===== config.mk =====
export PLATFORM = sky130hd
export DESIGN_NAME = raster_timing_flat
export DESIGN_NICKNAME = d
export VERILOG_FILES = /design/src/video_pkg.sv /design/src/raster_if.sv /design/src/raster_timing.sv /design/src/flat_wrapper.sv
export SDC_FILE = /design/constraint.sdc
export NUM_CORES = 1
export LEC_CHECK = 0
export ABC_AREA = 1
export BUFFER_PORTS_ARGS = -buffer_cell sky130_fd_sc_hd__buf_4
export CORE_MARGIN = 5
export CORE_UTILIZATION = 35
export CTS_CLUSTER_DIAMETER = 200
export DETAILED_ROUTE_END_ITERATION = 8
export HOLD_SLACK_MARGIN = 0.05
export PLACE_DENSITY = 0.51
export SLEW_MARGIN = 20
export SYNTH_ARGS = -nofsm -noshare
export SYNTH_HDL_FRONTEND = slang
export SYNTH_SLANG_ARGS = --single-unit

===== constraint.sdc =====
create_clock -name clk -period 2.2 [get_ports clk]
set_clock_uncertainty 0.15 [all_clocks]
set_input_delay 0.33 -clock clk [delete_from_list [all_inputs] [get_ports clk]]
set_output_delay 0.33 -clock clk [all_outputs]
set_load 0.02 [all_outputs]

===== src/video_pkg.sv =====
// shared constants and types for the mono 640x400 72 Hz raster and the 256x128 OSD window
`default_nettype none

package video_pkg;

	// horizontal timing in clocks; active pixels begin after the read prefetch
	localparam logic [9:0] h_pre  = 10'd16;
	localparam logic [9:0] h_act  = 10'd640;
	localparam logic [9:0] h_fp   = 10'd24;
	localparam logic [9:0] h_sync = 10'd40;
	localparam logic [9:0] h_bp   = 10'd128;
	localparam logic [9:0] h_tot  = h_act + h_fp + h_sync + h_bp;

	// vertical timing in lines
	localparam logic [9:0] v_act  = 10'd400;
	localparam logic [9:0] v_fp   = 10'd55;
	localparam logic [9:0] v_sync = 10'd3;
	localparam logic [9:0] v_bp   = 10'd73;
	localparam logic [9:0] v_tot  = v_act + v_fp + v_sync + v_bp;

	// 640 pixels / 16 bits per word
	localparam logic [5:0] words_per_line = 6'd40;

	// OSD window, centred; rows are doubled so 128 lines hold 64 pixel rows
	localparam logic [9:0] osd_width  = 10'd256;
	localparam logic [9:0] osd_height = 10'd128;
	localparam logic [9:0] osd_pos_x  = 10'd192;
	localparam logic [9:0] osd_pos_y  = 10'd136;
	localparam logic [9:0] osd_border = 10'd2;
	localparam int osd_buf_depth = 2048;

	// video memory word address
	typedef logic [22:0] vaddr_t;

	typedef enum logic [1:0] {
		osd_cmd_none,
		osd_cmd_write,
		osd_cmd_enable
	} osd_cmd_e;

	// upper five bits select the command, lower three carry its argument
	function automatic osd_cmd_e osd_cmd_decode(input logic [7:0] cmd_byte);
		case (cmd_byte[7:3])
			5'b00100: return osd_cmd_write;
			5'b01000: return osd_cmd_enable;
			default:  return osd_cmd_none;
		endcase
	endfunction

endpackage

`default_nettype wire


===== src/raster_if.sv =====
// raster position and strobes, all levels or one-clock pulses with no handshake
`timescale 1ns/1ps
`default_nettype none

interface raster_if;
	// position counters
	logic [9:0] hcnt;
	logic [9:0] vcnt;
	// decoded strobes
	logic de;
	logic fetch;
	logic hsync;
	logic vsync;
	logic frame_end;

	// timing generator side
	modport src (output hcnt, vcnt, de, fetch, hsync, vsync, frame_end);
	// fetch, OSD and mixer side
	modport snk (input hcnt, vcnt, de, fetch, hsync, vsync, frame_end);
endinterface

`default_nettype wire


===== src/raster_timing.sv =====
// 832x531 mono raster; counters start at zero in the first clock after ss falls
`timescale 1ns/1ps
`default_nettype none

module raster_timing (
	input  logic  clk,
	input  logic  ss,
	raster_if.src rif
);
	import video_pkg::*;

	logic [9:0] hcnt;
	logic [9:0] vcnt;

	// horizontal counter wraps at h_tot, vertical steps on the wrap
	always_ff @(posedge clk or posedge ss) begin
		if (ss) begin
			hcnt <= '0;
			vcnt <= '0;
		end else if (hcnt == h_tot - 10'd1) begin
			hcnt <= '0;
			if (vcnt == v_tot - 10'd1)
				vcnt <= '0;
			else
				vcnt <= vcnt + 10'd1;
		end else begin
			hcnt <= hcnt + 10'd1;
		end
	end

	assign rif.hcnt = hcnt;
	assign rif.vcnt = vcnt;

	// visible pixels lag the reads by the prefetch
	assign rif.de = (hcnt >= h_pre) && (hcnt < h_pre + h_act) && (vcnt < v_act);

	// one read every 16 clocks, starting at hcnt 0
	assign rif.fetch = (hcnt < h_act) && (vcnt < v_act) && (hcnt[3:0] == 4'd0);

	// syncs measured from the end of the delayed active area
	assign rif.hsync = (hcnt >= h_pre + h_act + h_fp) &&
		(hcnt < h_pre + h_act + h_fp + h_sync);
	assign rif.vsync = (vcnt >= v_act + v_fp) && (vcnt < v_act + v_fp + v_sync);

	// well behind the last read, safe spot to restart the address counter
	assign rif.frame_end = (hcnt == h_pre + h_act + h_fp) && (vcnt == v_act + v_fp);

	// counters stay inside the frame
	a_hcnt_range: assert property (@(posedge clk) disable iff (ss)
		(hcnt < h_tot) && (vcnt < v_tot));

endmodule

`default_nettype wire


===== src/flat_wrapper.sv =====
// flat-port wrapper written by rule: the top's interface ports become plain ports
module raster_timing_flat import video_pkg::*;
  (clk, ss, rif_hcnt, rif_vcnt, rif_de, rif_fetch, rif_hsync, rif_vsync, rif_frame_end);
  raster_if rif_i ();
  input  logic clk;
  input  logic ss;
  output wire logic [$bits(rif_i.hcnt)-1:0] rif_hcnt;
  output wire logic [$bits(rif_i.vcnt)-1:0] rif_vcnt;
  output wire logic [$bits(rif_i.de)-1:0] rif_de;
  output wire logic [$bits(rif_i.fetch)-1:0] rif_fetch;
  output wire logic [$bits(rif_i.hsync)-1:0] rif_hsync;
  output wire logic [$bits(rif_i.vsync)-1:0] rif_vsync;
  output wire logic [$bits(rif_i.frame_end)-1:0] rif_frame_end;
  assign rif_hcnt = rif_i.hcnt;
  assign rif_vcnt = rif_i.vcnt;
  assign rif_de = rif_i.de;
  assign rif_fetch = rif_i.fetch;
  assign rif_hsync = rif_i.hsync;
  assign rif_vsync = rif_i.vsync;
  assign rif_frame_end = rif_i.frame_end;
  raster_timing u_core (.clk(clk), .ss(ss), .rif(rif_i));
endmodule

Word level (Yosys, flattened, before mapping)
Cells that the tools add are included.
{"block": "totals", "reg_bits": 20, "latch_bits": 0, "ramBits": 0, "rom_bits": 0, "inputBits": 2, "out_inout_bits": 25, "word_cells": 26, "mem_count": 0}
{"block": "classes", "n_addsub": 2, "multipliers": 0, "n_div": 0, "order_cmp": 8, "eq_ne": 4, "n_shift": 0, "muxes": 2, "bitwise": 0, "reduce_logical": 8}
{"cell": "$eq 10x10->1 const B", "n": 3}
{"cell": "$lt 10x10->1 const B", "n": 3}
{"cell": "$add 10x1->10 const B", "n": 2}
{"cell": "$lt 10x9->1 const B", "n": 2}
{"cell": "$mux 10", "n": 2}
{"cell": "$eq 10x9->1 const B", "n": 1}
{"cell": "$ge 10x10->1 const B", "n": 1}
{"cell": "$ge 10x5->1 const B", "n": 1}
{"cell": "$ge 10x9->1 const B", "n": 1}
{"cell": "$logic_and 1x1->1", "n": 7}
{"cell": "$logic_not 4->1", "n": 1}

Logic depth before layout (Yosys ltp)
{"block": "depth", "ltp_word": 3, "depth_mapped": 9}

Least setup slack after synthesis
No wires, ideal clock.
{"block": "synth_path", "path_kind": "reg-to-output", "from": "register u_core.hcnt[5] (netlist: u_core.rif.hcnt[5])", "to": "output rif_de", "arrival_ps": 1388, "required_time_ps": 1720, "slack_ps": 332, "path_stages_with_launch": 6, "path_buffers": 1, "cell_sequence": "dfrtp_1 > clkbuf_2 > nor2_1 > nand4_1 > nand3_1 > nor3_1"}
{"block": "synth_via", "elab_chain_len": 3}
{"item": "start: declaration", "line": "raster_timing.sv:12", "source": "logic [9:0] hcnt;"}
{"item": "start signal: assignment", "line": "raster_timing.sv:27", "source": "hcnt <= hcnt + 10'd1;"}
{"item": "$ge 10x5->1 or $lt 10x10->1 (tied branches)", "line": "raster_timing.sv:35", "source": "assign rif.de = (hcnt >= h_pre) && (hcnt < h_pre + h_act) && (vcnt < v_act);"}
{"item": "$logic_and 1x1->1 (*) (2 in a row)", "line": "raster_timing.sv:35"}
{"item": "end: declaration", "line": "flat_wrapper.sv:9", "source": "output wire logic [$bits(rif_i.de)-1:0] rif_de;"}
Every way passes the cells marked *; elsewhere a longest branch is shown, timed or not.

Worst setup path in the final report
{"block": "layout_path", "from": "register u_core.vcnt[8] (netlist: u_core.rif.vcnt[8])", "to": "output rif_vsync"}
{"block": "layout_via", "elab_chain_len": 2}
{"item": "start: declaration", "line": "raster_timing.sv:13", "source": "logic [9:0] vcnt;"}
{"item": "start signal: assignment", "line": "raster_timing.sv:25", "source": "vcnt <= vcnt + 10'd1;"}
{"item": "$ge 10x9->1 or $lt 10x9->1 (tied branches)", "line": "raster_timing.sv:43", "source": "assign rif.vsync = (vcnt >= v_act + v_fp) && (vcnt < v_act + v_fp + v_sync);"}
{"item": "$logic_and 1x1->1 (*)", "line": "raster_timing.sv:43"}
{"item": "end: declaration", "line": "flat_wrapper.sv:12", "source": "output wire logic [$bits(rif_i.vsync)-1:0] rif_vsync;"}
Marks and branches as above.

==> metrics list <==
- Outcome: finished, final reports clean
- Once detail routing completed, the nets flagged for antenna violations numbered 0.
- The slowest stage of the critical path belongs to the cell sky130_fd_sc_hd__dfrtp_1.
- Setup violations remaining at the end of the flow were counted as 0.
- Clock tree synthesis selected as its root buffer the cell sky130_fd_sc_hd__clkbuf_8.
- Initial drt markers: 31
- By startpoint and endpoint, the worst setup path is classified as reg2out.
* Crit share post-route: 0.9361
- After legalization and detailed placement, the total HPWL measured around 2400 um.
- The synthesized design contains 20 register bits.
- Crit path required time: 1720 ps
- Entering global routing, the biggest net connects 21 pins.
- Number of synthesized flops with an enable pin: 0
- met2 is the most crowded layer.
* Sequential fraction of the synthesis area: 0.3865
* Tot GR Track Use: 0.1357
* Syn avg cell area: ~7.4 um2
* CTS tree: built
- Setup repair after global routing left no endpoint under its margin.
- Category of the worst setup path launch point: flip-flop
- Among all flip-flop cells after synthesis, the most frequent one is sky130_fd_sc_hd__dfrtp_1.
- Power per cell area: slightly below 400 nW/um2
* CP Max Fanout: 6
* Number of vias in the routed layout: 1207
- The startpoint identified for the worst register-to-register timing path is u_core.rif.hcnt[1].
* Post-CTS setup buffers: 0
- Boundary Pins: 27
- Along the worst hold path, the cell count comes to 1.
* Routed via count divided by cell count: around 4.8
* Nets in the synthesized netlist: 180
- Count of distinct cell types in the synthesized netlist: 27
- The pre-antenna-repair detailed-routing pass consisted of 4 iterations.
- The largest single stage delay on the critical path is 480 ps.
- Global-route wire length before repair: approximately 5500 um
- In the final design database the tool counted 211 nets.
- Critical path buffers and inverters: 1
- Remaining max-slew budget at the tightest pin: 0.7679
* Hold Path Origin: u_core.rif.hcnt[2]
* Total count of max-transition violations in the final report: 0
- Weighted congestion at the end of routability-driven global placement: 0.8547
* Final count of hold timing violations: 0
* Worst endpoint data arrival time: ~1600 ps
* Antenna cell count: 0
* Port bufs: 26
- For this configuration, the core starts out at a cell density of 0.3564.
- Remaining routing DRC violations: 0
- Routed WL per cell: about 13 um
- List of cells traversed by the critical path: nand2_1 -> nor3_4 -> nand3b_1 -> a21oi_1 -> buf_4
- Most common cell after layout, fill and taps aside: sky130_fd_sc_hd__nand2_1
* Register-to-Register Setup Slack: between 300 and 400 ps
- From left edge to right edge, the die measures between 70 and 80 um.
* Number of global-route vias before repair: about 1200
- Highest clock frequency the design can meet: 0.4856 GHz
- Setup Total Neg Slack: 0 ps
- After clock tree synthesis, the clock-pin slew on the worst setup and hold paths is approximately 80 ps.
- Final critical path time including I/O delays and setup: approximately 2100 ps
- Warnings from Yosys: 0
- STA classifies the critical path endpoint as an output pin.
- Fraction of layout cells with a size suffix above 1: 0.2069
- The tree built by TritonCTS fans out to 20 sinks.
- Capture endpoint of the worst hold path: u_core.rif.hcnt[2]
- The worst hold path belongs to the class reg2reg.
- For this run, global-route usage on met3 was measured as 0.02415.
- GR Overflow Total: 0
- Mapped Cells: between 150 and 200
- Counting cells, the worst reg-to-reg path comes to 8.
* Area grow syn2layout: 23.86%
* Met1 track demand over resource in global routing: 0.1914
* Number of H-tree branching levels: 1
- Initial antenna violation count: 0
* Top library cells by usage in the layout, fill and taps aside: sky130_fd_sc_hd__nand2_1, sky130_fd_sc_hd__buf_4, sky130_fd_sc_hd__nor2_1, sky130_fd_sc_hd__inv_1, sky130_fd_sc_hd__dfrtp_1
- Die outline height: 70.83 um
- Netlist area before placement: approximately 1300 um2
- VDD sags by at most 174.1 uV.
- Total routed wirelength: 3152 um
- Max Root-Sink Buffers: 2
- In this run the critical register-to-register path is captured at u_core.rif.vcnt[9].
* Global Route met2 Usage: 0.2080
* Pleak: around 0.00077 uW
- The floorplan step defined a core boundary enclosing around 3600 um2.
* Share of async-settable or async-resettable flops after synthesis: 1.000
* DIE AREA: ~5000 um2
- Max cap viols: 0
- For the pin with the worst max-slew slack, the measured transition is about 350 ps.
- After layout, the design draws a total of between 600 and 700 uW.
- TritonCTS created 3 clock buffers.
- Insertion delay of the later-clocked pin in the worst-skew pair: 260 ps
* Count of fill cells added during filler insertion: 400
* Total number of placement rows: 22
* Dominant delay contributor by cell family on the critical path: simple AND/OR/NAND/NOR gates
## per-layer routing
metal	up-vias	part of all wire
met2	15	0.46
met1	566	0.51
met5	-	0
met4	0	0.0076
met3	2	0.027
li1	624	-
## cells in the mapped netlist (all sizes together) (3+ instances only)
cell | n | share of area
xnor2 | 3 | 0.020
ha | 4 | 0.039
nand3 | 18 | 0.077
nand2 | 43 | 0.13
nor2 | 23 | 0.085
a21oi | 6 | 0.023
o21ai | 6 | 0.023
xor2 | 5 | 0.034
inv | 22 | 0.064
nor3 | 12 | 0.050
dfrtp | 20 | 0.39
nand4 | 4 | 0.019
## state kept, by name (all words and copies together), names as in the netlist
signal           cells
u_core.rif.hcnt     10
u_core.rif.vcnt     10
## how the worst max path moves through the flow
| stage | cells past startpoint | slack [ps] | end | startpoint |
|---|---|---|---|---|
| floorplan | 5 | 330 | rif_de | u_core.rif.hcnt[5] |
| global placement | 5 | 350 | rif_vsync | u_core.rif.vcnt[6] |
| detailed placement | 5 | 350 | rif_vsync | u_core.rif.vcnt[6] |
| CTS | 5 | 50 | rif_vsync | u_core.rif.vcnt[6] |
| global route | 8 | 30 | rif_vsync | u_core.rif.vcnt[5] |
| finish | 5 | 140 | rif_vsync | u_core.rif.vcnt[8] |
## kinds of logic (layout without fill, tap and decap cells)
logic type               Yosys count  count (layout)  synth area share
AND/OR/NAND/NOR                  104             104            0.3884
buffers and inverters             25              54           0.08019
flip-flops                        20              20            0.3865
AO/OA/AOI/OAI                     13              13           0.05218
XOR/XNOR                           8               8           0.05411
adder cells (fa/ha/maj)            4               4           0.03865
## timing repair
action,CTS,global route
gates resized for setup,0,3
hold buffers,1,0
endpoints found under the hold margin,20,0
setup endpoints to repair,0,4
## power breakdown
group / switching [uW] / internal [uW]
Sequential: 0 / 367
Combinational: 7.84 / 3.58
Clock: 124 / 122
Total: 132 / 493
## metrics by stage
step           instances    util  setup WS [ps]  area (um2)  hold slack (ps)
3_3_place_gp         247  0.4249          354.4        1544            236.4
3_5_place_dp         247  0.4249          349.5        1544            237.6
4_1_cts              251  0.4391          48.22        1595            439.3
6_report             251  0.4415          140.5        1604            431.6
5_1_grt              251  0.4415          27.14        1604            478.1
2_1_floorplan        174       -          332.1        1295            143.8
## final cells by class
class                      count  area (um2)  share of cell area
multi-input combinational    129       696.9              0.4345
sequential                    20       503.0              0.3136
timing repair buffer          29       220.2              0.1373
inverter                      22       82.58             0.05148
tap                           48       60.06             0.03744
clock buffer                   3       41.29             0.02574
Power figures use the tool's default switching activity.
