`config.mk`:
```
export PLATFORM = sky130hd
export DESIGN_NAME = video_mixer_flat
export DESIGN_NICKNAME = d
export VERILOG_FILES = /design/src/raster_if.sv /design/src/video_mixer.sv /design/src/flat_wrapper.sv
export SDC_FILE = /design/constraint.sdc
export NUM_CORES = 1
export LEC_CHECK = 0
export BUFFER_PORTS_ARGS = -buffer_cell sky130_fd_sc_hd__buf_2
export CELL_PAD_IN_SITES_DETAIL_PLACEMENT = 0
export CELL_PAD_IN_SITES_GLOBAL_PLACEMENT = 2
export CORE_MARGIN = 4
export CORE_UTILIZATION = 11
export CTS_CLUSTER_SIZE = 10
export DETAILED_ROUTE_END_ITERATION = 10
export GPL_ROUTABILITY_DRIVEN = 1
export HOLD_SLACK_MARGIN = 0.06
export PLACE_DENSITY_LB_ADDON = 0.1
export RECOVER_POWER = 25
export SETUP_SLACK_MARGIN = 0.5
export SYNTH_ARGS = -nofsm -noshare
export SYNTH_HDL_FRONTEND = slang
export SYNTH_SLANG_ARGS = --single-unit
```
`constraint.sdc`:
```
create_clock -name clk -period 0.9 [get_ports clk]
set_input_delay 0.045 -clock clk [delete_from_list [all_inputs] [get_ports clk]]
set_output_delay 0.045 -clock clk [all_outputs]
set_load 0.005 [all_outputs]
```
`src/raster_if.sv`:
```
// raster position and strobes, all levels or one-clock pulses with no handshake
`timescale 1ns/1ps
`default_nettype none

interface raster_if;
	// position counters
	logic [9:0] hcnt;
	logic [9:0] vcnt;
	// decoded strobes
	logic de;
	logic fetch;
	logic hsync;
	logic vsync;
	logic frame_end;

	// timing generator side
	modport src (output hcnt, vcnt, de, fetch, hsync, vsync, frame_end);
	// fetch, OSD and mixer side
	modport snk (input hcnt, vcnt, de, fetch, hsync, vsync, frame_end);
endinterface

`default_nettype wire

```
`src/video_mixer.sv`:
```
// every output is registered, one clock behind the raster position; syncs active low
`timescale 1ns/1ps
`default_nettype none

module video_mixer (
	input  logic       clk,
	input  logic       ss,
	raster_if.snk      rif,
	input  logic       pixel,
	input  logic       osd_oe,
	input  logic       osd_pixel,
	output logic [5:0] video_r,
	output logic [5:0] video_g,
	output logic [5:0] video_b,
	output logic       hs,
	output logic       vs
);
	logic [2:0] s;
	logic [2:0] p;

	// blank outside the active area
	assign s = {3{rif.de & pixel}};
	assign p = {3{osd_pixel}};

	always_ff @(posedge clk or posedge ss) begin
		if (ss) begin
			video_r <= '0;
			video_g <= '0;
			video_b <= '0;
			hs      <= 1'b1;
			vs      <= 1'b1;
		end else begin
			// OSD on top, screen kept in the low bits; green tint
			video_r <= osd_oe ? {p, s} : {s, s};
			video_g <= osd_oe ? {p[2:1], 1'b1, s} : {s, s};
			video_b <= osd_oe ? {p, s} : {s, s};
			hs      <= ~rif.hsync;
			vs      <= ~rif.vsync;
		end
	end

endmodule

`default_nettype wire

```
`src/flat_wrapper.sv`:
```
// flat-port wrapper written by rule: the top's interface ports become plain ports
module video_mixer_flat 
  (clk, ss, pixel, osd_oe, osd_pixel, video_r, video_g, video_b, hs, vs, rif_hcnt, rif_vcnt, rif_de, rif_fetch, rif_hsync, rif_vsync, rif_frame_end);
  raster_if rif_i ();
  input  logic clk;
  input  logic ss;
  input  logic pixel;
  input  logic osd_oe;
  input  logic osd_pixel;
  output logic [5:0] video_r;
  output logic [5:0] video_g;
  output logic [5:0] video_b;
  output logic hs;
  output logic vs;
  input wire logic [$bits(rif_i.hcnt)-1:0] rif_hcnt;
  input wire logic [$bits(rif_i.vcnt)-1:0] rif_vcnt;
  input wire logic [$bits(rif_i.de)-1:0] rif_de;
  input wire logic [$bits(rif_i.fetch)-1:0] rif_fetch;
  input wire logic [$bits(rif_i.hsync)-1:0] rif_hsync;
  input wire logic [$bits(rif_i.vsync)-1:0] rif_vsync;
  input wire logic [$bits(rif_i.frame_end)-1:0] rif_frame_end;
  assign rif_i.hcnt = rif_hcnt;
  assign rif_i.vcnt = rif_vcnt;
  assign rif_i.de = rif_de;
  assign rif_i.fetch = rif_fetch;
  assign rif_i.hsync = rif_hsync;
  assign rif_i.vsync = rif_vsync;
  assign rif_i.frame_end = rif_frame_end;
  video_mixer u_core (.clk(clk), .ss(ss), .rif(rif_i), .pixel(pixel), .osd_oe(osd_oe), .osd_pixel(osd_pixel), .video_r(video_r), .video_g(video_g), .video_b(video_b), .hs(hs), .vs(vs));
endmodule
```
## Word-level counts from Yosys, hierarchy flattened

Index checks and enable logic that the tools add are counted.

| word-level totals | value |
|---|---|
| output and inout port bits | 20 |
| flip-flop bits (word level) | 14 |
| word-level logic and storage cells | 9 |

| cells by class | value |
|---|---|
| bitwise gates (word level) | 3 |
| multiplexer cells | 2 |

Operators by type and width:

| kind | number |
|---|---|
| 2-to-1 mux 6 bit | 2 |
| NOT 1 bit | 2 |
| AND 1 bit | 1 |

## Depth between registers and ports, before layout

Gate-level depths: netlist (run 1).

| logic depth | value |
|---|---|
| depth in word-level cells | 2 |
| mapped depth | 2 |

## Worst setup path after synthesis (run 1)

OpenSTA, ideal clock, no wires.

| timing path | value |
|---|---|
| path type | reg2out |
| from | reg u_core.video_r[2] (netlist name) |
| to | out video_b[1] |
| slack | 260 ps |
| cell stages (with the launch flop) | 2 |
| arrival | 595 ps |
| path through | dfrtp_1 > buf_4 |

RTL lines:

| item | RTL line | text |
|---|---|---|
| end: declaration | flat_wrapper.sv:12 | `output logic [5:0] video_b;` |

## Worst setup path after layout (run 1)

| timing path | value |
|---|---|
| from | reg u_core.vs |
| to | out vs |

RTL lines:

| item | RTL line | text |
|---|---|---|
| start: declaration | video_mixer.sv:16 | `output logic vs` |
| start signal: assignment | video_mixer.sv:38 | `vs <= ~rif.vsync;` |
| end: declaration | flat_wrapper.sv:14 | `output logic vs;` |

No word-level cell between the ends.

==> summary.md, run 1 <==
| Metric | Value |
|---|---|
| Die height | `58.48 um` |
| DRT Pass-1 Iters | `2` |
| Clk slew on worst S/H paths | `~0.04 ns` |
| Maximum clock frequency | `around 1100 MHz` |
| Placer Congestion | `~0.62` |
| RSZ-0062 raised after global routing | `true` |
| Synthesized area | `about 280 um^2` |
| Layout cells sized above 1 | `about four fifths` |
| Post-synth cell types | `8` |
| Most frequent cells in the layout | `buf_2, inv_1, clkbuf_4` |
| Hold crit path type | `in -> async` |
| CP delay by family, top | `flip-flops` |
| Gr usage total | `3.455%` |
| Slew Limit Fails | `0` |
| Hold WS | `-0.3077 ns` |
| Multi-input logic area | `between 20 and 30 um^2` |
| Switching part of the total | `23.14%` |
| Slew HR | `87.83%` |
| Number of synthesized register bits | `5` |
| Starting DRC count in detailed routing | `1` |
| Setup TNS | `0 ns` |
| Antenna Violating Nets Remaining | `0` |
| Failing checks | `hold timing` |
| Synth Net Count | `a little under 60` |
| Slowest stage cell on the critical path | `dfstp_2` |
| Avg Cell Area, Syn | `10.01 um^2` |
| Register area | `130.1 um^2` |
| Number of global-route vias before repair | `between 200 and 250` |
| Clk sinks | `5` |
| Total routed wirelength | `approximately 600 um` |
| Number of I/O pins | `50` |
| Share of the synthesized area in the top cell type | `about two fifths` |
| Max_cap viols | `0` |
| Total gr overflow | `0` |
| Final non-filler cell total | `between 70 and 80` |
| Drt wl/cell | `roughly 8.1 um` |
| Port Buffers | `27` |
| Cell chain of the critical path | `buf_2` |
| Crit. End Element | `output port` |
| CTS tree | `built` |
| Final setup vio count | `0` |
| Final #Nets | `75` |
| Period minus WS final | `slightly below 0.9 ns` |
| Outcome | `finished with violations` |
| Number of inserted diodes | `0` |
| Max incr delay on CP | `approximately 0.50 ns` |
| DP Cell Count | `70` |
| Power density over the cells | `about 1600 mW/mm^2` |
| Largest net degree at the start of global routing | `10` |
| Comb pwr share | `16.7%` |
| Layout fillers | `just under 300` |
| Synth top area cells | `buf_4, dfrtp_1, dfstp_2, inv_1, o21ai_2` |
| CTS Root Cell | `clkbuf_4` |
| First-pass GRT wire length | `roughly 830 um` |
| Site Rows | `18` |
| Max Fanout on Critical Path | `1` |
| Post-layout util | `15.55%` |
| CTS Buf Count | `3` |
| Pleak | `around 0.22 nW` |
| Seq pwr share | `a little over two fifths` |
| Syn Inst Count | `28` |
| Area of the core | `about 0.0025 mm^2` |
| P_sw | `0.0001411 W` |
| DR DRC count | `0` |
| Initial core utilization | `between 10% and 20%` |
| Data required time of the worst path | `around 0.85 ns` |
| Hold Fails Final Rpt | `7` |
| Max H-tree Level | `1` |
| Seq/Total Area, Yosys | `a little under half` |
| Crit path arrival time | `about 0.84 ns` |
| Layout area overhead | `36.16%` |
| Initial antenna violation count | `0` |
| Vias | `roughly 210` |
| Die ar. | `roughly 0.0034 mm^2` |
| Startpoint Class | `flip-flop` |
| Clk pwr share | `between 40% and 50%` |
| Post-DR vias/cell | `~2.8` |
| Fin crit share | `98.25%` |
| Crit Path Category | `reg -> out` |
| Clk buf depth | `2` |
| VDD IR max | `a little under 0.5 mV` |
| Dominant cell type by area after synthesis | `buf_4` |
| Yosys warns | `0` |
| Die width | `58.48 um` |
| Slew @ Worst Pin | `0.1823 ns` |
| Crit path buf inv count | `1` |
| Commonest non-fill, non-tap cell in the layout | `buf_2` |
| Internal power | `around 0.00047 W` |
[path summary, 6_finish.rpt]
check / from / endpoint / slack, ns / depth (start not counted)
setup / recovery: u_core.vs / vs / 0.02 / 1
hold / removal: ss / u_core.video_r[2] / -0.31 / 2
max in group asynchronous: ss / u_core.hs / 0.97 / 2
min in group clk: rif_hsync / u_core.hs / -0.09 / 2
[timing repair]
item / 4_1_cts / 5_1_grt
buffers inserted: 0 / 0
endpoints found under the hold margin: 10 / 9
gates resized for setup: 2 / 0
endpoints found under the setup margin: 20 / 20
[metal layers]
metal	wire [um]	track usage (%)	vias up
li1	-	-	97
met1	167	2.394	92
met2	341	6.858	17
met3	83	1.316	2
met4	10	2.980	0
met5	0	0	-
[cell type report]
type                    instances  share of cell area, %
flip-flops and latches          5                  34.10
repair buffers                 27                  38.69
multi-input cells               4                  6.557
clock buffers                   4                  6.885
inverters                       4                  3.934
well taps                      30                  9.836
[sequential cells by signal (all words and copies together), names as in the netlist]
| signal | flops |
|---|---|
| u_core.hs | 1 |
| u_core.video_g | 1 |
| u_core.video_r | 2 |
| u_core.vs | 1 |
[Yosys cell counts]
| master | n |
|---|---|
| dfstp_2 | 2 |
| nand2_1 | 1 |
| dfrtp_1 | 3 |
| nand2_2 | 1 |
| buf_4 | 15 |
| o21ai_2 | 1 |
| inv_1 | 4 |
| nand2b_1 | 1 |
[kinds of logic after synthesis]
family,Yosys count,share of synthesized area (%)
buf+inv,19,45.53
compound gates,1,3.126
simple gates,3,5.805
flops,5,45.53
[metrics by stage]
stage | hold slack, ns | total power (W) | area, um^2 | worst slack (ns)
final | -0.3077 | 0.0006096 | 381.6 | 0.01571
after global routing | -0.3013 | 0.0006558 | 381.6 | -0.01895
after CTS | -0.3073 | 0.0006237 | 381.6 | 0.003365
after detailed placement | -0.05649 | 0.0003555 | 342.8 | 0.2618
after global placement | -0.05767 | 0.0003550 | 342.8 | 0.2628
after floorplan | -0.1781 | 0.0003397 | 286.5 | 0.2794
[power by group through the flow]
| stage | registers [W] | clock network, W | logic (W) |
|---|---|---|---|
| 2_1_floorplan | 0.000260 | 0 | 0.0000793 |
| 6_report | 0.000256 | 0.000252 | 0.000102 |
| 3_3_place_gp | 0.000257 | 0 | 0.0000978 |
| 5_1_grt | 0.000258 | 0.000286 | 0.000111 |
| 4_1_cts | 0.000257 | 0.000262 | 0.000105 |
| 3_5_place_dp | 0.000259 | 0 | 0.0000970 |
(Power assumes the default switching activity.)
==> run 2: changes to the inputs <==
PLACE_DENSITY = 0.88   (was not set)
PLACE_DENSITY_LB_ADDON = not set   (was 0.1)
SLEW_MARGIN = 20   (was not set)
==> run 2 against run 1 <==
Against the previous run: the flow still finishes with violations (hold timing); design area is 3.3% higher; count of clock-buffer cells in the layout did not move; global-route usage is 0.37 points lower; worst hold slack better by 0.00070 ns; combinational power barely moved; highest routed layer is now met3; total power up 0.47%; largest power group unchanged; die area unchanged; sequential share of layout area down 1.1 points; sequential cell count did not move; via count fell by 5.3%; critical path type unchanged; wire length down 11%.
==> summary.md, run 2 (synthesis results as in run 1) <==
| Metric | Value |
|---|---|
| Outcome | `finished with violations` |
| Failing checks | `hold timing` |
| CTS tree | `built` |
| Die width | `58.48 um (unchanged)` |
| Final setup vio count | `0 (unchanged)` |
| Drt wl/cell | `7.243 um (-11%)` |
| Crit Path Category | `reg -> out` |
| Total routed wirelength | `536 um (-11%)` |
| VDD IR max | `0.5044 mV (+2.8%)` |
| Total gr overflow | `0 (unchanged)` |
| Post-DR vias/cell | `2.662 (-5.3%)` |
| Number of global-route vias before repair | `167 (-19%)` |
| Layout cells sized above 1 | `81.82% (unchanged)` |
| Setup ws final | `0.01261 ns (-0.003097 ns)` |
| First-pass GRT wire length | `717 um (-14%)` |
| Max incr delay on CP | `0.52 ns (+0.02 ns)` |
| RSZ-0062 raised after global routing | `true` |
| Cell chain of the critical path | `buf_6` |
| Crit path arrival time | `0.84 ns (about the same)` |
| Commonest non-fill, non-tap cell in the layout | `buf_2` |
| Hold WS | `-0.3070 ns (+0.0007030 ns)` |
| Layout area overhead | `40.62%` |
| Clk buf depth | `2 (unchanged)` |
| CTS Root Cell | `clkbuf_4` |
| Starting DRC count in detailed routing | `2 (+1)` |
| Vias | `197 (-5.3%)` |
| CP delay by family, top | `flip-flops` |
| Max Fanout on Critical Path | `1 (unchanged)` |
| Antenna Violating Nets Remaining | `0 (unchanged)` |
| Slowest stage cell on the critical path | `dfstp_2` |
| Port Buffers | `27 (unchanged)` |
| Crit. End Element | `output port` |
| DR DRC count | `0 (unchanged)` |
| Gr usage total | `3.090% (-0.37 points)` |
| DRT Pass-1 Iters | `2 (unchanged)` |
| Slew @ Worst Pin | `0.1808 ns (-0.001502 ns)` |
| Pleak | `0.2292 nW (+1.9%)` |
| Max FFs per register | `2 (unchanged)` |
| Crit path buf inv count | `1 (unchanged)` |
| Hold Fails Final Rpt | `7 (unchanged)` |
| Most frequent cells in the layout | `buf_2, inv_1, buf_6` |
| Maximum clock frequency | `1127 MHz (-0.35%)` |
| Slew HR | `87.93% (+0.10 points)` |
| Slew Limit Fails | `0 (unchanged)` |
| Total power | `0.0006125 W (+0.47%)` |
| DP Worst Slack | `0.2480 ns (-0.01380 ns)` |
| Number of inserted diodes | `0 (unchanged)` |
| Most flop-heavy register | `u_core.video_r` |
| Number of I/O pins | `50 (unchanged)` |
| Post-layout util | `16.06% (+0.51 points)` |
| Setup TNS | `0 ns (unchanged)` |
| CTS Buf Count | `3 (unchanged)` |
| Area of the core | `0.002455 mm^2 (unchanged)` |
| Clk sinks | `5 (unchanged)` |
| Fin crit share | `98.60% (+0.34 points)` |
| Placer Congestion | `0.6261 (+1.3%)` |
| Initial core utilization | `11.42% (unchanged)` |
| Die height | `58.48 um (unchanged)` |
| Max H-tree Level | `1 (unchanged)` |
| Clk slew on worst S/H paths | `0.04 ns (about the same)` |
| Largest net degree at the start of global routing | `10 (unchanged)` |
| Data required time of the worst path | `0.85 ns (about the same)` |
| Power density over the cells | `1554 mW/mm^2 (-2.7%)` |
| Hold crit path type | `in -> async` |
| Site Rows | `18 (unchanged)` |
| Max_cap viols | `0 (unchanged)` |
| Final #Nets | `75 (unchanged)` |
| Initial antenna violation count | `0 (unchanged)` |
| Die ar. | `0.003419 mm^2 (unchanged)` |
| Startpoint Class | `flip-flop` |
| Period minus WS final | `0.8874 ns (+0.003097 ns)` |
run 2: what timing repair did:
action | CTS | global route
setup endpoints to repair | 20 | 20
buffers inserted | 0 | 0
hold endpoints to repair | 10 | 9
gates resized for setup | 3 | 1
run 2: worst max-delay path by stage:
| stage | to | cells past startpoint | startpoint | slack (ns) |
|---|---|---|---|---|
| after floorplan | video_b[1] | 1 | u_core.video_r[2] | 0.28 |
| after global placement | vs | 1 | u_core.vs | 0.25 |
| after detailed placement | vs | 1 | u_core.vs | 0.25 |
| after CTS | vs | 1 | u_core.vs | -0.004 |
| after global routing | vs | 1 | u_core.vs | -0.02 |
| final | vs | 1 | u_core.vs | 0.01 |
run 2: area by class of cell:
| class | instances | area, um^2 |
|---|---|---|
| timing repair buffer | 27 | 160.2 |
| sequential | 5 | 130.1 |
| tap | 30 | 37.54 |
| clock buffer | 4 | 26.28 |
| multi-input combinational | 4 | 25.02 |
| fill | 286 | 2061 |
| inverter | 4 | 15.01 |
run 2: metal layers:
metal	part of all wire [%]	track usage (%)	vias up
li1	-	-	98
met4	0	2.980	0
met3	19	1.316	0
met2	46	4.147	18
met1	35	3.586	81
met5	0	0	-
run 2: through the flow:
step | cells | cell area, um^2
floorplan | 28 | 286.5
global placement | 70 | 342.8
detailed placement | 70 | 342.8
CTS | 74 | 387.9
global route | 74 | 394.1
finish | 74 | 394.1
run 2: power breakdown:
part | internal, W | switching (W)
clock | 0.000167 | 0.0000834
combinational | 0.0000632 | 0.0000417
sequential | 0.000243 | 0.0000136
total | 0.000474 | 0.000139
